### config.mk
export PLATFORM = sky130hd
export DESIGN_NAME = json_uart_top
export DESIGN_NICKNAME = d
export VERILOG_FILES = /design/src/hw/drive_pkg.sv /design/src/hw/uart_pkg.sv /design/src/hw/byte_stream_if.sv /design/src/hw/json_frame_gen.sv /design/src/hw/byte_fifo.sv /design/src/hw/uart_tx.sv /design/src/hw/json_uart_top.sv
export VERILOG_INCLUDE_DIRS = /design/src /design/src/hw
export SDC_FILE = /design/constraint.sdc
export NUM_CORES = 1
export LEC_CHECK = 0
export ABC_AREA = 1
export BUFFER_PORTS_ARGS = -buffer_cell sky130_fd_sc_hd__buf_2
export CORE_ASPECT_RATIO = 0.8
export CORE_MARGIN = 2
export CORE_UTILIZATION = 35
export DETAILED_ROUTE_END_ITERATION = 12
export GPL_TIMING_DRIVEN = 0
export SETUP_SLACK_MARGIN = 0.02
export SLEW_MARGIN = 20
export SYNTH_ARGS = -nofsm -noshare
export SYNTH_HDL_FRONTEND = slang
export SYNTH_SLANG_ARGS = --single-unit
### constraint.sdc
create_clock -name clk -period 4.2 [get_ports clk]
set_input_delay 1.05 -clock clk [delete_from_list [all_inputs] [get_ports clk]]
set_output_delay 1.05 -clock clk [all_outputs]
set_load 0.005 [all_outputs]
### src/hw/drive_params.svh
`ifndef DRIVE_PARAMS_SVH
`define DRIVE_PARAMS_SVH

// UART bit period in clock cycles
// Kept short so a simulated frame stays cheap
// A 50 MHz board at 115200 baud would use 434
`define DRV_CLKS_PER_BIT 8

// FIFO entries between frame generator and transmitter
// Large enough for one full frame, so the producer rarely stalls
`define DRV_FIFO_DEPTH 32

// Longest JSON frame in bytes, LEFT and RIGHT including the line feed
`define DRV_MAX_FRAME 27

`endif

### src/hw/drive_pkg.sv
`default_nettype none

package drive_pkg;

    // Drive command codes as seen on the cmd input
    typedef enum logic [2:0] {
        STOP  = 3'd0,  // Both wheels still
        LEFT  = 3'd1,  // Spin left
        RIGHT = 3'd2,  // Spin right
        FAST  = 3'd3,  // Straight, half speed
        SLOW  = 3'd4   // Straight, quarter speed
    } drive_cmd_t;

    // Byte count of one frame, up to 31
    typedef logic [4:0] frame_len_t;

    // Raw code to command, spare codes fall back to STOP
    function automatic drive_cmd_t decode_cmd(input logic [2:0] code);
        drive_cmd_t c;
        case (code)
            3'd1:    c = LEFT;
            3'd2:    c = RIGHT;
            3'd3:    c = FAST;
            3'd4:    c = SLOW;
            default: c = STOP;  // 0 and 5 to 7
        endcase
        return c;
    endfunction

    // Frame length per command, line feed included
    function automatic frame_len_t frame_len(input drive_cmd_t c);
        frame_len_t n;
        case (c)
            LEFT:    n = 5'd27;
            RIGHT:   n = 5'd27;
            FAST:    n = 5'd24;
            SLOW:    n = 5'd26;
            default: n = 5'd20;  // STOP
        endcase
        return n;
    endfunction

endpackage

`default_nettype wire

### src/hw/uart_pkg.sv
`default_nettype none

package uart_pkg;

    // One character on the serial line
    typedef logic [7:0] uart_byte_t;

    // FIFO entry, a byte plus the end of frame marker
    typedef struct packed {
        logic       last;  // Set on the frame's final byte
        uart_byte_t data;  // Character to send
    } tx_entry_t;

    // Transmitter FSM states
    typedef enum logic [1:0] {
        IDLE  = 2'd0,  // Line high, waiting for data
        START = 2'd1,  // Start bit, line low
        DATA  = 2'd2,  // Eight data bits, LSB first
        STOP  = 2'd3   // Stop bit, line high
    } tx_state_t;

endpackage

`default_nettype wire

### src/hw/byte_stream_if.sv
`default_nettype none
`timescale 1ns/100ps

// Byte path from frame generator through FIFO to transmitter
interface byte_stream_if;

    logic                  push;       // Write strobe, only while full is low
    uart_pkg::uart_byte_t  push_data;  // Byte written on push
    logic                  push_last;  // Byte closes the frame
    logic                  full;       // No free entry
    logic                  empty;      // No entry to pop
    logic                  pop;        // Remove head entry, only while empty is low
    uart_pkg::tx_entry_t   pop_data;   // Head entry, valid while empty is low

    // Frame generator side
    modport producer (output push, push_data, push_last, input full);

    // FIFO itself
    modport buffer (
        input  push, push_data, push_last, pop,
        output full, empty, pop_data
    );

    // UART transmitter side
    modport consumer (output pop, input empty, pop_data);

endinterface

`default_nettype wire

### src/hw/json_frame_gen.sv
`default_nettype none
`timescale 1ns/100ps
`include "drive_params.svh"

module json_frame_gen (
    input  logic                clk,
    input  logic                rst,
    input  logic [2:0]          cmd,   // Raw drive command code
    input  logic                send,  // One cycle request for a frame
    byte_stream_if.producer     bs,
    input  logic                done,  // Frame fully on the line from uart_tx
    output logic                busy
);

    // Frame texts right aligned so byte i sits at (len-1-i)*8
    localparam logic [8*`DRV_MAX_FRAME-1:0] text_stop  =
        "{\"T\":1,\"L\":0,\"R\":0}\n";
    localparam logic [8*`DRV_MAX_FRAME-1:0] text_left  =
        "{\"T\":1,\"L\":-0.25,\"R\":0.25}\n";
    localparam logic [8*`DRV_MAX_FRAME-1:0] text_right =
        "{\"T\":1,\"L\":0.25,\"R\":-0.25}\n";
    localparam logic [8*`DRV_MAX_FRAME-1:0] text_fast  =
        "{\"T\":1,\"L\":0.5,\"R\":0.5}\n";
    localparam logic [8*`DRV_MAX_FRAME-1:0] text_slow  =
        "{\"T\":1,\"L\":0.25,\"R\":0.25}\n";

    drive_pkg::drive_cmd_t  cmd_q;     // Command of the frame in flight
    drive_pkg::frame_len_t  idx;       // Next byte to push
    drive_pkg::frame_len_t  len;       // Length of current frame
    drive_pkg::frame_len_t  last_idx;  // Index of the line feed
    logic                   sending;   // Bytes still to push
    logic                   busy_q;    // Frame accepted and done not yet seen
    logic                   accept;    // Send taken this cycle
    logic                   is_last;

    // Byte lookup with one text per command
    function automatic uart_pkg::uart_byte_t frame_byte(
        input drive_pkg::drive_cmd_t c,
        input drive_pkg::frame_len_t i
    );
        logic [8*`DRV_MAX_FRAME-1:0] text;
        int                          pos;
        case (c)
            drive_pkg::LEFT:  text = text_left;
            drive_pkg::RIGHT: text = text_right;
            drive_pkg::FAST:  text = text_fast;
            drive_pkg::SLOW:  text = text_slow;
            default:          text = text_stop;
        endcase
        pos = (int'(drive_pkg::frame_len(c)) - 1 - int'(i)) * 8;
        return text[pos +: 8];
    endfunction

    assign len      = drive_pkg::frame_len(cmd_q);
    assign last_idx = len - 5'd1;
    assign is_last  = (idx == last_idx);

    // Done drops busy in the same cycle so a new send may follow at once
    assign busy   = busy_q & ~done;
    assign accept = send & ~busy;

    // Push side of the FIFO
    assign bs.push      = sending & ~bs.full;  // Stall on full
    assign bs.push_data = frame_byte(cmd_q, idx);
    assign bs.push_last = is_last;

    always_ff @(posedge clk or posedge rst) begin
        if (rst) begin
            cmd_q   <= drive_pkg::STOP;
            idx     <= '0;
            sending <= 1'b0;
            busy_q  <= 1'b0;
        end else begin
            if (accept) begin
                cmd_q   <= drive_pkg::decode_cmd(cmd);  // Spare codes become STOP
                idx     <= '0;
                sending <= 1'b1;
                busy_q  <= 1'b1;
            end else begin
                if (done) begin
                    busy_q <= 1'b0;  // Last stop bit has left
                end
                if (sending && !bs.full) begin
                    if (is_last) begin
                        sending <= 1'b0;  // Whole frame queued
                    end else begin
                        idx <= idx + 5'd1;
                    end
                end
            end
        end
    end

endmodule

`default_nettype wire

### src/hw/byte_fifo.sv
`default_nettype none
`timescale 1ns/100ps
`include "drive_params.svh"

module byte_fifo #(
    parameter type payload_t = uart_pkg::tx_entry_t,
    parameter int  depth     = `DRV_FIFO_DEPTH
) (
    input  logic           clk,
    input  logic           rst,
    byte_stream_if.buffer  bs
);

    localparam int aw = $clog2(depth);      // Pointer width
    localparam int cw = $clog2(depth + 1);  // Count width, holds depth itself

    payload_t        mem [depth];  // Entry storage
    logic [aw-1:0]   wr_ptr;
    logic [aw-1:0]   rd_ptr;
    logic [cw-1:0]   count;        // Entries held
    logic            do_push;
    logic            do_pop;

    assign bs.full     = (count == cw'(depth));
    assign bs.empty    = (count == '0);
    assign bs.pop_data = mem[rd_ptr];  // Head always visible

    assign do_push = bs.push & ~bs.full;
    assign do_pop  = bs.pop & ~bs.empty;

    // Byte and marker packed into one entry
    always_ff @(posedge clk) begin
        if (do_push) begin
            mem[wr_ptr] <= payload_t'({bs.push_last, bs.push_data});
        end
    end

    always_ff @(posedge clk or posedge rst) begin
        if (rst) begin
            wr_ptr <= '0;
            rd_ptr <= '0;
            count  <= '0;
        end else begin
            if (do_push) begin
                wr_ptr <= (wr_ptr == aw'(depth - 1)) ? '0 : wr_ptr + 1'b1;  // Wrap
            end
            if (do_pop) begin
                rd_ptr <= (rd_ptr == aw'(depth - 1)) ? '0 : rd_ptr + 1'b1;
            end
            case ({do_push, do_pop})
                2'b10:   count <= count + 1'b1;
                2'b01:   count <= count - 1'b1;
                default: count <= count;  // Both or neither
            endcase
        end
    end

endmodule

`default_nettype wire

### src/hw/uart_tx.sv
`default_nettype none
`timescale 1ns/100ps
`include "drive_params.svh"

module uart_tx (
    input  logic             clk,
    input  logic             rst,
    byte_stream_if.consumer  bs,
    output logic             txd,   // Serial line, idles high
    output logic             done   // One cycle after the frame's last stop bit
);

    localparam int tw = $clog2(`DRV_CLKS_PER_BIT);

    uart_pkg::tx_state_t   state;
    logic [tw-1:0]         timer;     // Cycles within a bit
    logic [2:0]            bit_cnt;   // Data bit number
    uart_pkg::uart_byte_t  shift;     // Remaining data bits
    logic                  last_q;    // Current byte ends the frame
    logic                  bit_end;   // Final cycle of a bit

    assign bit_end = (timer == tw'(`DRV_CLKS_PER_BIT - 1));

    // Take the head entry as soon as the line is free
    assign bs.pop = (state == uart_pkg::IDLE) & ~bs.empty;

    always_ff @(posedge clk or posedge rst) begin
        if (rst) begin
            state   <= uart_pkg::IDLE;
            timer   <= '0;
            bit_cnt <= '0;
            shift   <= '0;
            last_q  <= 1'b0;
            txd     <= 1'b1;  // Idle line
            done    <= 1'b0;
        end else begin
            done  <= 1'b0;
            timer <= bit_end ? '0 : timer + 1'b1;
            case (state)
                uart_pkg::IDLE: begin
                    timer <= '0;
                    if (!bs.empty) begin
                        shift  <= bs.pop_data.data;
                        last_q <= bs.pop_data.last;
                        txd    <= 1'b0;  // Start bit
                        state  <= uart_pkg::START;
                    end
                end
                uart_pkg::START: begin
                    if (bit_end) begin
                        txd     <= shift[0];  // LSB first
                        shift   <= shift >> 1;
                        bit_cnt <= '0;
                        state   <= uart_pkg::DATA;
                    end
                end
                uart_pkg::DATA: begin
                    if (bit_end) begin
                        if (bit_cnt == 3'd7) begin
                            txd   <= 1'b1;  // Stop bit
                            state <= uart_pkg::STOP;
                        end else begin
                            txd     <= shift[0];
                            shift   <= shift >> 1;
                            bit_cnt <= bit_cnt + 3'd1;
                        end
                    end
                end
                default: begin  // STOP
                    if (bit_end) begin
                        done  <= last_q;  // Frame finished
                        state <= uart_pkg::IDLE;
                    end
                end
            endcase
        end
    end

endmodule

`default_nettype wire

### src/hw/json_uart_top.sv
`default_nettype none
`timescale 1ns/100ps
`include "drive_params.svh"

module json_uart_top (
    input  logic        clk,
    input  logic        rst,
    input  logic [2:0]  cmd,   // Drive command code
    input  logic        send,  // Request one frame
    output logic        txd,   // UART line out
    output logic        busy,  // Frame in progress
    output logic        done   // Frame sent
);

    logic tx_done;  // Shared by generator and top port

    byte_stream_if bs0 ();

    // Builds the JSON bytes for the latched command
    json_frame_gen gen0 (
        .clk  (clk),
        .rst  (rst),
        .cmd  (cmd),
        .send (send),
        .bs   (bs0.producer),
        .done (tx_done),
        .busy (busy)
    );

    // Holds bytes with their end of frame marks
    byte_fifo #(
        .payload_t (uart_pkg::tx_entry_t),
        .depth     (`DRV_FIFO_DEPTH)
    ) fifo0 (
        .clk (clk),
        .rst (rst),
        .bs  (bs0.buffer)
    );

    // 8N1 serializer
    uart_tx tx0 (
        .clk  (clk),
        .rst  (rst),
        .bs   (bs0.consumer),
        .txd  (txd),
        .done (tx_done)
    );

    assign done = tx_done;

endmodule

`default_nettype wire

==> qor.json <==
{
  "status": {
    "status": "complete, no violations"
  },
  "job": {
    "max_cap_viol_count": 0
  },
  "timing": {
    "timing_hold_violations_final": 0,
    "maxSlewHeadroom_pct": 39.5,
    "fin_worst_skew_ns": 0.0141,
    "timing_worst_slew_pin_value_ns": 0.904,
    "drv_slew": 0,
    "setup_repair_after_global_routing_missed_its_margin": "no",
    "setup_violations": 0,
    "finalCritPeriodShare_pct": 93.6,
    "period_needed_ns": 3.93,
    "final.hold.worst_slack_ns": 0.438,
    "achievable-frequency_mhz": 254
  },
  "cells_and_area": {
    "antenna-diode-count": 0,
    "n_fill_cell": 3817,
    "finished_layout_cell_area_um2": 16000,
    "share_of_post_route_cells_with_drive_strength_above_1_pct": 8.81,
    "multi_input_comb_area_um2": 4710,
    "signed_area_change_from_the_synthesized_netlist_to_the_final_layout_pct": 13.9,
    "finish.net_count": 1473,
    "sequential_cell_area_um2": 8810
  },
  "setup_path": {
    "cpMaxStageDelayCell": "sky130_fd_sc_hd__clkbuf_1",
    "worst_ep_required_ns": 4.49,
    "worstPathCellList": "inv_1 -> nand3_2 -> nand2_4 -> ha_1 -> fa_1 -> clkbuf_1 -> inv_1 -> clkbuf_1 -> nand3_1 -> a21oi_1 -> nand2_1 -> nand2_1 -> nand2_1 -> nor2_4",
    "critical-path-max-stage-delay_ns": 0.50,
    "crit_path_dat_ns": 4.22,
    "worst_path_most_repeated_cell": "sky130_fd_sc_hd__nand2_1",
    "endpoint_kind": "register",
    "critical_path.max_fanout": 16,
    "worstSetupStartpointType": "register",
    "timing_worst_setup_path_type": "register to register"
  },
  "drt": {
    "dr_wl_met2_um": 17700,
    "viasPerCell": 5.44,
    "wl_per_cell_um": 20.7,
    "met3_length_um": 3930,
    "first_pass_iters": 6,
    "route.vias.total": 10900,
    "route.layer.met1.wl_um": 19000,
    "top_layer_in_use": "met4",
    "drtIter0Drc": 1421,
    "ant_nets": 0,
    "routed_wire_length_um": 41500,
    "count_of_unresolved_drc_violations_after_routing": 0
  },
  "yosys": {
    "synth-main-ff-cell": "sky130_fd_sc_hd__edfxtp_1",
    "yosys-top-cells-area": "sky130_fd_sc_hd__edfxtp_1 (55%), sky130_fd_sc_hd__dfrtp_1 (7.8%), sky130_fd_sc_hd__nor2_1 (6.2%)",
    "ys.warnings.count": 0,
    "synth.area.mux_share_pct": 0,
    "synth_async_sr_flop_share_pct": 15.0,
    "synth_top_area_share_pct": 54.7,
    "post-synth-top-count-cell": "sky130_fd_sc_hd__edfxtp_1",
    "syn_area_um2": 14000,
    "synth-xor-area-share_pct": 0.312,
    "synth_compound_area_share_pct": 11.4,
    "synth_fa_ha_area_share_pct": 2.51,
    "postSynthCellCount": 1391,
    "post_synth_edffs": 256,
    "combinational_family_with_the_most_area_after_synthesis": "simple AND/OR/NAND/NOR gates",
    "synth.top_cells.by_count": "sky130_fd_sc_hd__edfxtp_1 (256), sky130_fd_sc_hd__nor2_1 (233), sky130_fd_sc_hd__nand2_1 (222)",
    "ys_seq_area_share_pct": 62.8,
    "yosys_register_bits": 301,
    "ys_types": 42,
    "synth_nets": 1424,
    "synth_area_per_cell_um2": 10.1,
    "post_synthesis_cell_type_with_the_largest_combined_area": "sky130_fd_sc_hd__edfxtp_1",
    "synthSimpleGateAreaFrac_pct": 18.7
  },
  "die": {
    "num_rows": 65,
    "die_y_um": 183,
    "chipWidth_um": 228,
    "initial_core_util_pct": 35.5,
    "core_area_um2": 39500,
    "die-area_um2": 41800,
    "ioPinCount": 9
  },
  "clock_network": {
    "cts_max_level": 1,
    "number_of_clock_sinks": 301,
    "worst_skew_pair_later_pin_latency_ns": 0.56,
    "cts_buffers": 30,
    "clk_root_buffer_cell": "sky130_fd_sc_hd__clkbuf_16",
    "max-clock-path-buffers": 3,
    "cts_tree": "done",
    "path_clk_slew_ns": 0.07
  },
  "power": {
    "p_leak_nw": 5.75,
    "worst_ir_drop_vdd_uv": 784,
    "power_density_relative_to_cell_area_nw_per_um2": 797
  },
  "hold_path": {
    "worstHoldPathType": "register to register"
  },
  "placed_design": {
    "dpl_cell_area_um2": 15000,
    "place.gp.congestion": 0.954,
    "detailed_place_hpwl_um": 28200,
    "portbufs": 8
  },
  "global_routing": {
    "globalRouteOverflowTotal": 0,
    "largest_net_degree_at_the_start_of_global_routing": 34,
    "grt_pass1_vias": 10200,
    "grtUsageTotal_pct": 19.5,
    "grt_pass1_wl_um": 62200,
    "antenna_violations_before_repair": 0
  }
}
-- layout by cell type (no fill, tap or decap), drive strengths merged, types with 15 or more instances in the layout --
cell type / n
buf: 47
dfrtp: 44
nor2: 240
ha: 25
inv: 76
a21oi: 32
clkinv: 16
nand4: 15
o21ai: 180
o211ai: 33
nand3: 119
edfxtp: 256
clkbuf: 79
nand2: 226
o22ai: 33
-- metrics by stage --
step,TNS (ns),cells,power [mW],worst slack [ns],utilization (%)
4_1_cts,0,1998,12.5,0.181,40.4
3_5_place_dp,0,1942,9.88,0.206,37.9
3_3_place_gp,-281.59,1935,8.62,-1.45,37.3
6_report,0,2000,12.8,0.268,40.5
2_1_floorplan,0,1391,7.51,0.644,-
5_1_grt,0,2000,13.3,0.0592,40.5
-- area by class of cell --
cell class                 instances  share of cell area, %
buffer                            74                   1.99
clock buffer                      36                   4.83
clock inverter                    20                   1.22
inverter                          78                   1.83
multi-input combinational        939                   29.4
sequential                       301                   55.1
tap                              536                   4.19
timing repair buffer              16                   1.44
-- cells by family after synthesis --
logic type                 Yosys count
buffers and inverters              152
DFF                                301
and+or+nand+nor                    618
AOI/OAI and AO/OA                  288
xor gates and xnor gates             5
adders and majority gates           27
-- per-layer routing --
layer,global-route usage [%],up-vias
met5,0,-
met4,4.47,0
met3,2.92,62
met2,29.5,500
met1,29.3,5319
li1,-,4990
-- final timing paths --
kind                            slack [ns]                   endpoint                 startpoint  cells past startpoint
min in group asynchronous             0.48  gen0.cmd_q[1]$_DFFE_PP0P_                        rst                      2
worst max register to register        0.27  fifo0.mem[0][0]$_DFFE_PP_  gen0.cmd_q[2]$_DFFE_PP0P_                     14
worst min register to register        0.44     tx0.timer[0]$_DFF_PP0_     tx0.timer[0]$_DFF_PP0_                      1
worst min-delay path                  0.44     tx0.timer[0]$_DFF_PP0_     tx0.timer[0]$_DFF_PP0_                      1
max in group asynchronous             3.12        tx0.txd$_DFFE_PP1P_                        rst                      3
worst max-delay path                  0.27  fifo0.mem[0][0]$_DFFE_PP_  gen0.cmd_q[2]$_DFFE_PP0P_                     14
-- critical path, delay by kind of cell, from the launching register on --
kind            cells  cell delay (ns)
simple gates        7             1.37
buf+inv             4             1.06
fa+ha+maj           2             0.60
flops               1             0.45
compound gates      1             0.16
-- registers in the layout (all words and copies together), names as in the netlist --
name,cells
gen0.idx,5
tx0.shift,8
fifo0.wr_ptr,5
tx0.timer,3
tx0.last_q,1
tx0.txd,1
fifo0.rd_ptr,5
tx0.done,1
gen0.cmd_q,3
tx0.state,2
gen0.sending,1
tx0.bit_cnt,3
fifo0.mem,256
fifo0.count,6
gen0.busy_q,1
-- power breakdown --
part	switching [mW]	total (mW)	internal, mW
combinational	3.69	5.18	1.50
clock	1.17	2.67	1.50
sequential	0.130	4.90	4.77
total	4.99	12.8	7.77
-- timing repair --
item                                   4_1_cts  5_1_grt
hold buffers                                 0        0
gates resized for setup                      0        3
setup endpoints to repair                    0       32
setup buffers                                0        1
endpoints found under the hold margin        0        0
No activity file was read; power rests on OpenSTA's default activity.
